### src/design/cpu_pkg.sv
// ~~~~~~~~~~~~~~~~~~~~~~~~~~~~~~
// CPU package
// Bus, instruction and frame types for the accumulator CPU
// ~~~~~~~~~~~~~~~~~~~~~~~~~~~~~~

`default_nettype none

package cpu_pkg;

  typedef logic [31:0] word_t;  // Data and address word
  typedef logic [7:0]  byte_t;  // One pin byte

  // Top nibble of an instruction word
  typedef enum logic [3:0] {
    op_halt  = 4'd0,
    op_load  = 4'd1,
    op_store = 4'd2,
    op_add   = 4'd3,
    op_sub   = 4'd4,
    op_and   = 4'd5,
    op_xor   = 4'd6,
    op_ldi   = 4'd7,
    op_jmp   = 4'd8,
    op_jz    = 4'd9
  } opcode_t;

  localparam int operand_bits = 28;  // Address or immediate field, zero-extended

  // One memory transaction, held by the core for a whole frame
  typedef struct packed {
    logic  write;  // 1 = store, 0 = read
    word_t addr;   // Word address
    word_t wdata;  // Store data, ignored on reads
  } bus_req_t;

  typedef enum logic [1:0] {
    alu_add = 2'd0,
    alu_sub = 2'd1,
    alu_and = 2'd2,
    alu_xor = 2'd3
  } alu_op_t;

  // Frame layout: step, 4 address bytes, flag byte, 4 read bytes
  localparam int frame_len = 10;

  typedef logic [3:0] phase_t;  // 0 .. frame_len-1

endpackage

`default_nettype wire

### src/design/cpu_alu.sv
// ~~~~~~~~~~~~~~~~~~~~~~~~~~~~~~
// CPU ALU
// Accumulator arithmetic and zero flag
// ~~~~~~~~~~~~~~~~~~~~~~~~~~~~~~

`default_nettype none

module cpu_alu (
  input  wire cpu_pkg::word_t   a,       // Accumulator
  input  wire cpu_pkg::word_t   b,       // Memory operand
  input  wire cpu_pkg::alu_op_t op,
  output cpu_pkg::word_t        result,
  output logic                  zero
);

  // All operations wrap at 32 bits
  always_comb begin
    result = a;
    case (op)
      cpu_pkg::alu_add: begin
        result = a + b;
      end
      cpu_pkg::alu_sub: begin
        result = a - b;
      end
      cpu_pkg::alu_and: begin
        result = a & b;
      end
      cpu_pkg::alu_xor: begin
        result = a ^ b;
      end
      default: begin
        result = a;
      end
    endcase
  end

  // Jz looks at the accumulator itself, not the result
  assign zero = (a == '0);

endmodule

`default_nettype wire

### src/design/bus_frame_sequencer.sv
// ~~~~~~~~~~~~~~~~~~~~~~~~~~~~~~
// Bus frame sequencer
// Cuts each bus request into a ten-cycle byte frame
// and gathers the read word from the pins
// ~~~~~~~~~~~~~~~~~~~~~~~~~~~~~~

`default_nettype none

module bus_frame_sequencer (
  input  wire                   clk,
  input  wire                   reset,
  input  wire cpu_pkg::bus_req_t req,
  output logic                  step,
  output cpu_pkg::word_t        rdata,
  input  wire cpu_pkg::byte_t   uio_in,
  output cpu_pkg::byte_t        uo_out,
  output cpu_pkg::byte_t        uio_out,
  output cpu_pkg::byte_t        uio_oe
);

  cpu_pkg::phase_t phase;
  logic            last_phase;

  assign last_phase = (phase == cpu_pkg::phase_t'(cpu_pkg::frame_len - 1));

  // Phase counter, one full frame per wrap
  always_ff @(posedge clk) begin
    if (reset) begin
      phase <= '0;
    end else if (last_phase) begin
      phase <= '0;
    end else begin
      phase <= phase + 4'd1;
    end
  end

  assign step = (phase == '0);  // Core advances once per frame

  // Registered pin drivers, each value shows one cycle after its phase
  always_ff @(posedge clk) begin
    if (reset) begin
      uo_out  <= '0;
      uio_out <= '0;
      uio_oe  <= '0;
    end else begin
      uio_oe <= {8{req.write}};  // Drive data pins only for stores
      case (phase)
        4'd1: begin
          uo_out  <= req.addr[7:0];
          uio_out <= req.wdata[7:0];
        end
        4'd2: begin
          uo_out  <= req.addr[15:8];
          uio_out <= req.wdata[15:8];
        end
        4'd3: begin
          uo_out  <= req.addr[23:16];
          uio_out <= req.wdata[23:16];
        end
        4'd4: begin
          uo_out  <= req.addr[31:24];
          uio_out <= req.wdata[31:24];
        end
        4'd5: begin
          uo_out  <= {7'b0, req.write};  // Flag byte
          uio_out <= '0;
        end
        default: begin
          uo_out  <= '0;
          uio_out <= '0;
        end
      endcase
    end
  end

  // Read word capture, low byte first
  always_ff @(posedge clk) begin
    case (phase)
      4'd6:    rdata[7:0]   <= uio_in;
      4'd7:    rdata[15:8]  <= uio_in;
      4'd8:    rdata[23:16] <= uio_in;
      4'd9:    rdata[31:24] <= uio_in;
      default: rdata        <= rdata;
    endcase
  end

endmodule

`default_nettype wire

### src/design/cpu_core.sv
// ~~~~~~~~~~~~~~~~~~~~~~~~~~~~~~
// CPU core
// Accumulator machine, one bus request per frame step
// ~~~~~~~~~~~~~~~~~~~~~~~~~~~~~~

`default_nettype none

module cpu_core (
  input  wire                    clk,
  input  wire                    reset,
  input  wire                    step,
  input  wire cpu_pkg::word_t    rdata,
  output cpu_pkg::bus_req_t      req,
  output cpu_pkg::alu_op_t       alu_op,
  output cpu_pkg::word_t         acc,
  input  wire cpu_pkg::word_t    alu_result,
  input  wire                    alu_zero
);

  typedef enum logic [1:0] {
    st_start,  // First step after reset, nothing fetched yet
    st_fetch,  // Last request was an instruction fetch
    st_exec,   // Last request was an operand access
    st_halt
  } state_t;

  state_t            state;
  cpu_pkg::word_t    pc;
  cpu_pkg::opcode_t  opcode_q;  // Opcode waiting for its operand
  cpu_pkg::opcode_t  fetch_op;
  cpu_pkg::word_t    operand;
  cpu_pkg::word_t    pc_next;

  // Decode of the word that just arrived as an instruction
  assign fetch_op = cpu_pkg::opcode_t'(rdata[31:28]);
  assign operand  = {{(32 - cpu_pkg::operand_bits){1'b0}},
                     rdata[cpu_pkg::operand_bits-1:0]};
  assign pc_next  = pc + 32'd1;

  function automatic cpu_pkg::bus_req_t read_req(input cpu_pkg::word_t addr);
    cpu_pkg::bus_req_t r;
    r.write = 1'b0;
    r.addr  = addr;
    r.wdata = '0;
    return r;
  endfunction

  // ALU operation for the pending arithmetic opcode
  always_comb begin
    case (opcode_q)
      cpu_pkg::op_sub: alu_op = cpu_pkg::alu_sub;
      cpu_pkg::op_and: alu_op = cpu_pkg::alu_and;
      cpu_pkg::op_xor: alu_op = cpu_pkg::alu_xor;
      default:         alu_op = cpu_pkg::alu_add;
    endcase
  end

  always_ff @(posedge clk) begin
    if (reset) begin
      state    <= st_start;
      pc       <= '0;
      acc      <= '0;
      opcode_q <= cpu_pkg::op_halt;
      req      <= '0;
    end else if (step) begin
      case (state)
        st_start: begin
          req   <= read_req(pc);  // Fetch of instruction 0
          state <= st_fetch;
        end
        st_fetch: begin
          opcode_q <= fetch_op;
          case (fetch_op)
            cpu_pkg::op_load, cpu_pkg::op_add, cpu_pkg::op_sub,
            cpu_pkg::op_and, cpu_pkg::op_xor: begin
              pc    <= pc_next;
              req   <= read_req(operand);
              state <= st_exec;
            end
            cpu_pkg::op_store: begin
              pc        <= pc_next;
              req.write <= 1'b1;
              req.addr  <= operand;
              req.wdata <= acc;
              state     <= st_exec;
            end
            cpu_pkg::op_ldi: begin
              acc <= operand;
              pc  <= pc_next;
              req <= read_req(pc_next);
            end
            cpu_pkg::op_jmp: begin
              pc  <= operand;
              req <= read_req(operand);
            end
            cpu_pkg::op_jz: begin
              // Zero flag follows the accumulator
              pc  <= alu_zero ? operand : pc_next;
              req <= read_req(alu_zero ? operand : pc_next);
            end
            default: begin
              req   <= read_req(pc);  // Halt or unknown opcode
              state <= st_halt;
            end
          endcase
        end
        st_exec: begin
          case (opcode_q)
            cpu_pkg::op_load:  acc <= rdata;
            cpu_pkg::op_store: acc <= acc;
            default:           acc <= alu_result;
          endcase
          req   <= read_req(pc);
          state <= st_fetch;
        end
        default: begin
          req <= read_req(pc);  // Halted, keep reading pc
        end
      endcase
    end
  end

endmodule

`default_nettype wire

### src/design/cpu_handler_top.sv
// ~~~~~~~~~~~~~~~~~~~~~~~~~~~~~~
// CPU handler top
// Core, ALU and byte-pin bus sequencer
// ~~~~~~~~~~~~~~~~~~~~~~~~~~~~~~

`default_nettype none

module cpu_handler_top (
  input  wire                  clk,
  input  wire                  reset,
  input  wire cpu_pkg::byte_t  uio_in,
  output cpu_pkg::byte_t       uo_out,
  output cpu_pkg::byte_t       uio_out,
  output cpu_pkg::byte_t       uio_oe
);

  cpu_pkg::bus_req_t req;
  cpu_pkg::word_t    rdata;
  cpu_pkg::word_t    acc;
  cpu_pkg::word_t    alu_result;
  cpu_pkg::alu_op_t  alu_op;
  logic              alu_zero;
  logic              step;

  cpu_core u_core (
    .clk        (clk),
    .reset      (reset),
    .step       (step),
    .rdata      (rdata),
    .req        (req),
    .alu_op     (alu_op),
    .acc        (acc),
    .alu_result (alu_result),
    .alu_zero   (alu_zero)
  );

  cpu_alu u_alu (
    .a      (acc),
    .b      (rdata),  // Operand word from the last frame
    .op     (alu_op),
    .result (alu_result),
    .zero   (alu_zero)
  );

  bus_frame_sequencer u_seq (
    .clk     (clk),
    .reset   (reset),
    .req     (req),
    .step    (step),
    .rdata   (rdata),
    .uio_in  (uio_in),
    .uo_out  (uo_out),
    .uio_out (uio_out),
    .uio_oe  (uio_oe)
  );

endmodule

`default_nettype wire

### config.mk
export PLATFORM = sky130hd
export DESIGN_NAME = cpu_handler_top
export DESIGN_NICKNAME = d
export VERILOG_FILES = /design/src/design/cpu_pkg.sv /design/src/design/cpu_alu.sv /design/src/design/bus_frame_sequencer.sv /design/src/design/cpu_core.sv /design/src/design/cpu_handler_top.sv
export SDC_FILE = /design/constraint.sdc
export NUM_CORES = 1
export LEC_CHECK = 0
export BUFFER_PORTS_ARGS = -buffer_cell sky130_fd_sc_hd__buf_2
export CORE_MARGIN = 2
export CORE_UTILIZATION = 50
export CTS_CLUSTER_DIAMETER = 40
export DETAILED_ROUTE_END_ITERATION = 8
export PLACE_DENSITY_LB_ADDON = 0.05
export REMOVE_ABC_BUFFERS = 1
export SYNTH_ARGS = -nofsm -noshare
export SYNTH_HDL_FRONTEND = slang
export SYNTH_SLANG_ARGS = --single-unit
### constraint.sdc
create_clock -name clk -period 4 [get_ports clk]
set_input_delay 0 -clock clk [delete_from_list [all_inputs] [get_ports clk]]
set_output_delay 0 -clock clk [all_outputs]
set_load 0.05 [all_outputs]
==> out/qor.csv, run 1 <==
stage,metric,value,unit
run_status,status,finished clean,
worst_setup_path,rrSetupSlack,0.04,ns
sta,finalMaxSlewViolations,0,
sta,finalSetupViolCount,0,
clock_network,clock_latency,0.45,ns
worst_setup_path,critical_path_arrival,4.30,ns
sta,rsz0062_at_grt,true,
yosys,netlist.area_leader.share,0.2589,
die,dieArea,25380,um^2
finish,diodes,0,
run,cap_violations,0,
yosys,synth_cell_type_count,83,
place,io_buffers,33,
yosys,syn_avg_cell_area,8.151,um^2
yosys,ys_warn_count,0,
routing,drcViolationCount,0,
sta,clock-skew-final,0.01819,ns
grt,grt_max_degree,54,
worst_setup_path,crit_chain,"or3_4, nand3b_1, or2_4, or4_4, o21ai_2, xor2_1, ha_1, buf_4, nand2_1, o21a_1, o31ai_4, a31oi_4, o31a_1, and4_1, nor3_1, o31ai_1",
clock_network,cts_made_buffers,17,
worst_setup_path,required,4.34,ns
finish,drive_above_1_share,0.1483,
yosys,ys_seq_area_frac,0.3386,
pwr,leakagePower,0.005343,uW
clock_network,cts.reportedPaths.clkPinSlew,0.08,ns
yosys,synthCells,1480,
yosys,async_reset_ff_frac,0,
yosys,synth_area_leaders,"dfxtp_1, edfxtp_1, ha_1, a21oi_1, nor2_1",
routing,drt-total-wl,41500,um
worst_setup_path,end_kind,flop,
place,dp.cells,1811,
yosys,synth_top_flop_cell,dfxtp_1,
grt,overflow,0,
yosys,netlist_area,12060,um^2
worst_setup_path,slowest_stage,or4_4,
sta,holdWs,0.04779,ns
sta,relSlewSlack,0.2087,
die,die_h,159.3,um
finish,final_nets,1607,
place,dpl.hpwl,29290,um
routing,wire_per_inst,22.36,um
die,ios,34,
routing,drtPass1Iterations,5,
grt,antenna_found_initial,1,
place,place_ws,-0.07838,ns
worst_setup_path,r2r_end,u_core.acc[29],
pwr,peakVddDrop,234.2,uV
grt,grt_pass1_wl,63870,um
routing,num_vias,12070,
worst_setup_path,cp-startpoint,u_seq.rdata[3],
grt,grt_use_total,0.3191,
grt,grt_pass1_vias,10840,
worst_setup_path,critPathCapture,u_core.acc[29],
sta,clock.fmax,252.7,MHz
worst_setup_path,cp_max_fo,6,
worst_setup_path,cp-start-kind,flop,
die,start_util,0.5109,
clock_network,htreeDepth,4,
die,fp-row-count,56,
die,die_x,159.3,um
worst_setup_path,crit_type,reg -> reg,
yosys,yosysTopAreaCell,dfxtp_1,
routing,drt-initial-drc-count,1488,
yosys,yosys-top-cells-count,"a21oi_1, dfxtp_1, nor2_1",
routing,avgViaCountPerCell,6.502,
pwr,cellPowerDensity,426.1,nW/um^2
finish,syn2layout_area_growth,14.80,%
finish,layout.cells.non_filler,1856,
worst_hold_path,whs_path_depth,2,
clock_network,clock_sinks,188,
clock_network,cts_buffer_depth,2,
yosys,synth_edf_count,32,
clock_network,root_buffer,clkbuf_16,
sta,finalCritPeriodShare,0.9892,
routing,ant_nets,0,
die,core_area,23610,um^2
worst_setup_path,r2r_cells,16,
worst_setup_path,cpPeakStageDelay,0.48,ns
yosys,ys_seq_elements,188,
place,globalplace.congestion,0.9722,
yosys,yosysMostFrequentCell,a21oi_1,
sta,timing.final.hold_violations,0,
sta,setup_slack,0.04312,ns
worst_hold_path,min_path_type,in -> reg,
sta,tightest_slew,1.187,ns
clock_network,cts_tree,yes,
sta,min_period,3.957,ns
worst_setup_path,regToRegStartpoint,u_seq.rdata[3],
==> critical path, delay by kind of cell (launching register included) <==
family / cells / cell delay (ns)
AOI/OAI and AO/OA: 6 / 1.11
xor gates and xnor gates: 1 / 0.09
adders and majority gates: 1 / 0.32
buffers and inverters: 1 / 0.16
DFF: 1 / 0.39
and+or+nand+nor: 7 / 1.80
==> worst min-delay path by stage <==
stage | from | slack [ns] | endpoint
2_1_floorplan | reset | 0.07 | u_core.acc[10]
4_1_cts | reset | 0.02 | u_core.pc[23]
5_1_grt | reset | 0.05 | u_core.pc[23]
6_report | reset | 0.05 | u_core.pc[23]
3_3_place_gp | uio_in[7] | 0.28 | u_seq.rdata[31]
3_5_place_dp | uio_in[7] | 0.28 | u_seq.rdata[31]
==> per-stage QoR <==
| stage | setup TNS, ns | area (um^2) | power, uW | utilization |
|---|---|---|---|---|
| 6_report | 0 | 13850 | 5900 | 0.5865 |
| 5_1_grt | -0.3324 | 13850 | 6159 | 0.5865 |
| 4_1_cts | -0.008517 | 13620 | 5792 | 0.5770 |
| 3_5_place_dp | -0.2375 | 12950 | 4053 | 0.5486 |
| 3_3_place_gp | -0.009508 | 12950 | 4028 | 0.5486 |
| 2_1_floorplan | -0.1590 | 11560 | 3346 | - |
==> placed cells by master, fill, tap and decap left out, types with 10 or more instances in the layout <==
| cell type | count |
|---|---|
| a21o_1 | 19 |
| a21oi_1 | 153 |
| a221o_1 | 14 |
| a221oi_1 | 31 |
| a22o_1 | 34 |
| a22oi_1 | 46 |
| a31oi_1 | 10 |
| and2_1 | 15 |
| and3_1 | 11 |
| buf_2 | 32 |
| buf_4 | 104 |
| clkbuf_16 | 17 |
| dfxtp_1 | 156 |
| edfxtp_1 | 32 |
| ha_1 | 69 |
| inv_1 | 28 |
| mux2i_1 | 11 |
| nand2_1 | 110 |
| nand3_1 | 33 |
| nand4_1 | 12 |
| nor2_1 | 148 |
| nor2b_1 | 11 |
| nor3_1 | 46 |
| nor4_1 | 21 |
| o211ai_1 | 37 |
| o21ai_0 | 92 |
| or3_1 | 11 |
| xnor2_1 | 51 |
| xor2_1 | 26 |
==> logic make-up (layout without fill, tap and decap cells) <==
group | Yosys count | in the layout | synth area share
and+or+nand+nor | 466 | 466 | 0.1861
buffers and inverters | 151 | 208 | 0.05041
DFF | 188 | 188 | 0.3386
adders and majority gates | 73 | 73 | 0.07634
AOI/OAI and AO/OA | 511 | 511 | 0.2806
xor gates and xnor gates | 79 | 79 | 0.05798
muxes | 12 | 12 | 0.01006
==> area by class of cell <==
cell class / count / area, um^2
well taps: 319 / 399.1
clock inverters: 14 / 151.4
fillers: 2200 / 9764
multi-input cells: 1141 / 7604
inverters: 29 / 108.9
flip-flops and latches: 188 / 4084
clock buffers: 18 / 429.2
repair buffers: 147 / 1072
==> what timing repair did <==
action / CTS / global route
gates resized for setup: 3 / 40
endpoints found under the setup margin: 6 / 15
hold buffers: 8 / 0
setup buffers: 0 / 5
hold endpoints to repair: 32 / 0
pin swaps: 0 / 30
==> where the power goes <==
part	leakage (uW)	switching, uW	internal [uW]	total [uW]
clock	0.000285	852	888	1740
sequential	0.00155	143	2020	2160
combinational	0.00351	1230	765	2000
total	0.00534	2230	3670	5900
==> state kept, by name, summed over array words and instances (netlist names) <==
| name | cells |
|---|---|
| u_core.req | 65 |
| u_core.acc | 32 |
| u_core.pc | 32 |
| u_seq.rdata | 32 |
| u_seq.uio_out | 8 |
| u_seq.uo_out | 8 |
| u_core.opcode_q | 4 |
| u_seq.phase | 4 |
| u_core.state | 2 |
| u_seq.uio_oe | 1 |
==> per-layer routing <==
metal / share of wire / vias to the layer above / global-route usage
met3: 0.085 / 102 / 0.05939
met4: 0.030 / 0 / 0.1008
met1: 0.45 / 5836 / 0.4629
li1: - / 5557 / -
met5: 0 / - / 0
met2: 0.44 / 572 / 0.4796
No activity file was read; power rests on OpenSTA's default activity.
==> run 2: changes to the inputs <==
--- a/config.mk
+++ b/config.mk
@@ -10,7 +10,7 @@
 export CORE_UTILIZATION = 50
 export CTS_CLUSTER_DIAMETER = 40
 export DETAILED_ROUTE_END_ITERATION = 8
-export PLACE_DENSITY_LB_ADDON = 0.05
+export PLACE_DENSITY = 0.69
 export REMOVE_ABC_BUFFERS = 1
 export SYNTH_ARGS = -nofsm -noshare
 export SYNTH_HDL_FRONTEND = slang
==> out/qor.csv, run 2 (synthesized netlist as in run 1, its figures left out) <==
stage,metric,value,unit
worst_setup_path,critPathCapture,u_core.acc[27],
sta,holdWs,0.08066,ns
place,io_buffers,33,
routing,wire_per_inst,21.22,um
routing,num_vias,12030,
place,place_ws,-0.1519,ns
sta,tightest_slew,0.9794,ns
routing,ant_nets,0,
die,ios,34,
finish,layout.cells.non_filler,1869,
pwr,pwr-share-clk,0.288,
finish,final_common_cell,dfxtp_1,
die,die_h,159.3,um
sta,timing.final.hold_violations,0,
worst_setup_path,r2r_end,u_core.acc[27],
sta,finalCritPeriodShare,1.016,
run_status,status,finished with violations,
clock_network,cts_tree,yes,
sta,relSlewSlack,0.3455,
sta,setup_slack,-0.06355,ns
clock_network,clock_sinks,188,
finish,drive_above_1_share,0.1574,
clock_network,cts_buffer_depth,2,
finish,syn2layout_area_growth,16.02,%
routing,drt-total-wl,39650,um
finish,largest_reg_flops,65,
worst_setup_path,regToRegStartpoint,u_seq.rdata[4],
grt,overflow,0,
pwr,combPwrFrac,0.349,
die,dieArea,25380,um^2
pwr,seqPwrFrac,0.363,
worst_setup_path,rrSetupSlack,-0.06,ns
grt,grt_max_degree,54,
sta,min_period,4.064,ns
sta,rsz0062_at_grt,true,
grt,antenna_found_initial,0,
grt,grt_use_total,0.3051,
sta,clock.fmax,246.1,MHz
run,cap_violations,0,
die,core_area,23610,um^2
clock_network,htreeDepth,4,
routing,avgViaCountPerCell,6.434,
clock_network,root_buffer,clkbuf_16,
worst_setup_path,cp_max_fo,4,
worst_setup_path,cp-startpoint,u_seq.rdata[4],
finish,diodes,0,
worst_setup_path,required,4.36,ns
die,die_x,159.3,um
pwr,switchingPower,2269,uW
sta,clock-skew-final,0.01568,ns
sta,finalMaxSlewViolations,0,
sta,finalSetupViolCount,2,
clock_network,clock_latency,0.46,ns
worst_hold_path,min_path_type,in -> reg,
routing,drcViolationCount,0,
pwr,cellPowerDensity,423.4,nW/um^2
worst_setup_path,cp-start-kind,flop,
place,globalplace.congestion,0.9895,
finish,mostFrequentLayoutCells,"dfxtp_1, a21oi_1, nor2_1",
pwr,power,5925,uW
die,start_util,0.5109,
grt,grt_pass1_wl,61350,um
pwr,intPower,3656,uW
worst_setup_path,crit_type,reg -> reg,
run_status,violations,setup timing,
worst_setup_path,r2r_cells,16,
die,fp-row-count,56,
place,dp.cells,1813,
place,dpl.hpwl,27990,um
clock_network,cts_made_buffers,17,
routing,drtPass1Iterations,8,
clock_network,cts.reportedPaths.clkPinSlew,0.08,ns
worst_setup_path,end_kind,flop,
routing,drt-initial-drc-count,1200,
pwr,peakVddDrop,282.6,uV
pwr,switching_share,0.3830,
pwr,leakagePower,0.005442,uW
finish,final_nets,1620,
worst_setup_path,critical_path_arrival,4.42,ns
finish,top_register,u_core.req,
grt,grt_pass1_vias,11130,
## run 2: cell types whose count changed in the layout (fill, tap and decap cells not counted), sizes merged
| cell | previous run | this run |
|---|---|---|
| inv | 37 | 38 |
| bufinv | 1 | 0 |
| clkinvlp | 1 | 2 |
| clkbuf | 18 | 17 |
| buf | 139 | 152 |
## run 2: metrics by stage
step | TNS, ns | area (um^2) | util
final | -0.1050 | 13990 | 0.5927
after detailed placement | -0.3034 | 12980 | 0.5495
after CTS | 0 | 13710 | 0.5804
after global placement | 0 | 12980 | 0.5495
after global routing | -1.394 | 13990 | 0.5927
after floorplan | -0.1590 | 11560 | -
## run 2: metal layers
metal	part of all wire	up-vias	GRT usage
met5	0	-	0
met4	0.036	0	0.1306
met3	0.089	102	0.04819
met2	0.44	631	0.4702
met1	0.43	5704	0.4248
li1	-	5588	-
## run 2: power by group through the flow
stage / Clock (uW) / Combinational (uW) / Sequential [uW]
after floorplan: 0 / 1200 / 2150
after global placement: 0 / 1840 / 2190
after detailed placement: 0 / 1870 / 2190
after CTS: 1710 / 1900 / 2150
after global routing: 1780 / 2230 / 2160
final: 1710 / 2070 / 2150
## run 2: critical path, stage by stage (launching register included)
cell	delay, ns
edfxtp_1	0.42
or3_4	0.38
nand3b_1	0.19
or2_1	0.27
or4_4	0.46
o21ai_2	0.16
xor2_1	0.08
ha_1	0.33
buf_6	0.12
nand2_4	0.04
o21a_1	0.24
o31ai_4	0.33
a31oi_4	0.08
o31a_1	0.35
xnor2_1	0.17
a21oi_1	0.09
o31ai_1	0.24
## run 2: layout make-up
class                           instances  area (um^2)
Clock inverter                         15        146.4
Timing Repair Buffer                  160         1186
Inverter                               29        108.9
Multi-Input combinational cell       1141         7645
Clock buffer                           17        425.4
Fill cell                            2121         9618
Tap cell                              319        399.1
Sequential cell                       188         4084
## run 2: what timing repair did
action / in CTS / in global routing
pin swaps: 10 / 33
buffers inserted: 3 / 13
endpoints found under the setup margin: 8 / 16
hold endpoints to repair: 32 / 0
hold buffers: 8 / 0
gates resized for setup: 10 / 46
## run 2: worst min-delay path by stage
stage / startpoint / end / slack [ns] / cells after the start
global route: reset / u_core.pc[27] / 0.09 / 2
finish: reset / u_core.pc[30] / 0.08 / 2
detailed placement: uio_in[1] / u_seq.rdata[25] / 0.28 / 1
global placement: uio_in[6] / u_seq.rdata[30] / 0.28 / 1
floorplan: reset / u_core.acc[10] / 0.07 / 1
CTS: reset / u_core.pc[30] / 0.08 / 2
==> run 3: changes to the inputs <==
--- a/config.mk
+++ b/config.mk
@@ -6,10 +6,12 @@
 export NUM_CORES = 1
 export LEC_CHECK = 0
 export BUFFER_PORTS_ARGS = -buffer_cell sky130_fd_sc_hd__buf_2
+export CORE_ASPECT_RATIO = 1.75
 export CORE_MARGIN = 2
 export CORE_UTILIZATION = 50
 export CTS_CLUSTER_DIAMETER = 40
 export DETAILED_ROUTE_END_ITERATION = 8
+export GPL_TIMING_DRIVEN = 0
 export PLACE_DENSITY = 0.69
 export REMOVE_ABC_BUFFERS = 1
 export SYNTH_ARGS = -nofsm -noshare
==> out/qor.csv, run 3 (synthesized netlist as in run 1, its figures left out) <==
stage,metric,value,unit
routing,wire_per_inst,21.74,um
run_status,violations,setup timing,
finish,diodes,0,
pwr,peakVddDrop,316.6,uV
finish,syn2layout_area_growth,13.36,%
worst_setup_path,rrSetupSlack,-0.11,ns
worst_hold_path,min_path_type,in -> reg,
grt,grt_use_total,0.3070,
finish,final_util,0.5737,
routing,ant_nets,0,
sta,clock-skew-final,0.01059,ns
die,dieArea,25430,um^2
place,dpl.hpwl,27210,um
clock_network,clock_sinks,188,
worst_setup_path,end_kind,flop,
worst_hold_path,whs_path_depth,2,
die,start_util,0.5061,
grt,antenna_found_initial,0,
finish,final_nets,1560,
worst_setup_path,regToRegStartpoint,u_seq.rdata[4],
worst_setup_path,cp_max_fo,6,
place,dp.cells,1711,
worst_hold_path,hold_end,u_seq.rdata[4],
die,die_x,121.4,um
routing,drcViolationCount,0,
clock_network,cts.reportedPaths.clkPinSlew,0.07,ns
run,cap_violations,0,
pwr,cellPowerDensity,433.3,nW/um^2
worst_setup_path,r2r_end,u_core.acc[29],
clock_network,clock_latency,0.46,ns
pwr,leakagePower,0.005160,uW
die,die_h,209.5,um
routing,drt-total-wl,39090,um
run_status,status,finished with violations,
clock_network,root_buffer,clkbuf_16,
sta,min_period,4.114,ns
worst_setup_path,path_delay_family,simple AND/OR/NAND/NOR gates,
place,globalplace.congestion,0.9578,
clock_network,cts_tree,yes,
finish,top_register,u_core.req,
clock_network,cts_made_buffers,17,
worst_setup_path,slowest_stage,or4_4,
worst_setup_path,critical_path_arrival,4.48,ns
clock_network,cts_buffer_depth,2,
finish,drive_above_1_share,0.1309,
worst_setup_path,required,4.37,ns
worst_setup_path,r2r_cells,16,
sta,finalCritPeriodShare,1.029,
grt,grt_pass1_wl,60560,um
worst_setup_path,crit_type,reg -> reg,
die,ios,34,
die,core_area,23840,um^2
routing,avgViaCountPerCell,6.548,
finish,mostFrequentLayoutCells,"dfxtp_1, a21oi_1, nor2_1",
routing,drt-initial-drc-count,1081,
sta,finalSetupViolCount,6,
die,fp-row-count,75,
sta,rsz0062_at_grt,true,
grt,overflow,0,
sta,timing.final.hold_violations,0,
worst_setup_path,critPathBufInv,1,
clock_network,htreeDepth,4,
sta,clock.fmax,243.1,MHz
sta,finalMaxSlewViolations,0,
worst_setup_path,cpPeakStageDelay,0.49,ns
routing,drtPass1Iterations,6,
finish,final_common_cell,dfxtp_1,
sta,setup_slack,-0.1141,ns
worst_setup_path,crit_chain,"or3_4, nand3b_1, or2_4, or4_4, o21ai_2, xor2_1, ha_2, a21oi_2, nor4b_4, o31ai_2, a31oi_2, buf_6, o31a_1, and4_1, nor3_1, o31ai_1",
grt,grt_pass1_vias,11210,
sta,tightest_slew,1.395,ns
finish,largest_reg_flops,65,
finish,layout.cells.non_filler,1798,
worst_hold_path,hp-start,uio_in[4],
routing,num_vias,11770,
sta,relSlewSlack,0.06017,
place,io_buffers,33,
worst_setup_path,cp-start-kind,flop,
grt,grt_max_degree,55,
-- run 3: cell types whose count changed in the layout (fill, tap and decap cells not counted), moves of 3 or more --
cell      delta
ha_1         -7
ha_2         +7
clkinv_4     -3
buf_6        +5
buf_4       -70
-- run 3: worst max path at each step --
| stage | endpoint | start | cells past startpoint | slack (ns) |
|---|---|---|---|---|
| 2_1_floorplan | u_core.acc[28] | u_core.opcode_q[1] | 14 | -0.12 |
| 3_3_place_gp | u_core.req[19] | u_seq.phase[0] | 6 | -1.84 |
| 3_5_place_dp | u_core.acc[27] | u_seq.rdata[5] | 15 | -0.67 |
| 4_1_cts | u_core.acc[29] | u_seq.rdata[4] | 16 | -0.01 |
| 5_1_grt | u_core.acc[29] | u_seq.rdata[4] | 16 | -0.33 |
| 6_report | u_core.acc[29] | u_seq.rdata[4] | 16 | -0.11 |
-- run 3: area by class of cell --
class | count | area (um^2)
clock buffers | 20 | 467.9
clock inverters | 12 | 148.9
fillers | 2186 | 10160
inverters | 29 | 111.4
multi-input cells | 1141 | 7655
flip-flops and latches | 188 | 4084
well taps | 308 | 385.4
repair buffers | 100 | 822.0
-- run 3: power by group --
part | switching (uW) | internal (uW) | leakage, uW | total [uW]
sequential | 144 | 2020 | 0.00155 | 2160
combinational | 1200 | 747 | 0.00331 | 1940
clock | 824 | 995 | 0.000300 | 1820
-- run 3: through the flow --
stage / area, um^2 / total power [uW] / TNS [ns] / hold WS (ns) / setup WS, ns
floorplan: 11560 / 3346 / -0.1590 / 0.06907 / -0.1237
global placement: 12110 / 3803 / -136.82 / 0.3171 / -1.840
detailed placement: 12390 / 3902 / -5.254 / 0.3146 / -0.6714
CTS: 13370 / 5774 / -0.01331 / 0.3637 / -0.01331
global route: 13670 / 6178 / -1.999 / 0.3673 / -0.3349
finish: 13670 / 5925 / -0.4267 / 0.3827 / -0.1141
-- run 3: what timing repair did --
action | in CTS | in global routing
gates resized for setup | 24 | 41
pin swaps | 18 | 18
buffers inserted | 24 | 22
endpoints found under the hold margin | 49 | 0
hold buffers | 9 | 0
endpoints found under the setup margin | 19 | 15
-- run 3: routing by layer --
metal  share of wire  GRT usage  vias up  wire, um
li1                -          -     5481         -
met1            0.36     0.3328     5600     14030
met2            0.51     0.5353      541     19940
met3           0.060    0.04973      152      2336
met4           0.071     0.2164        0      2777
met5               0          0        -         0
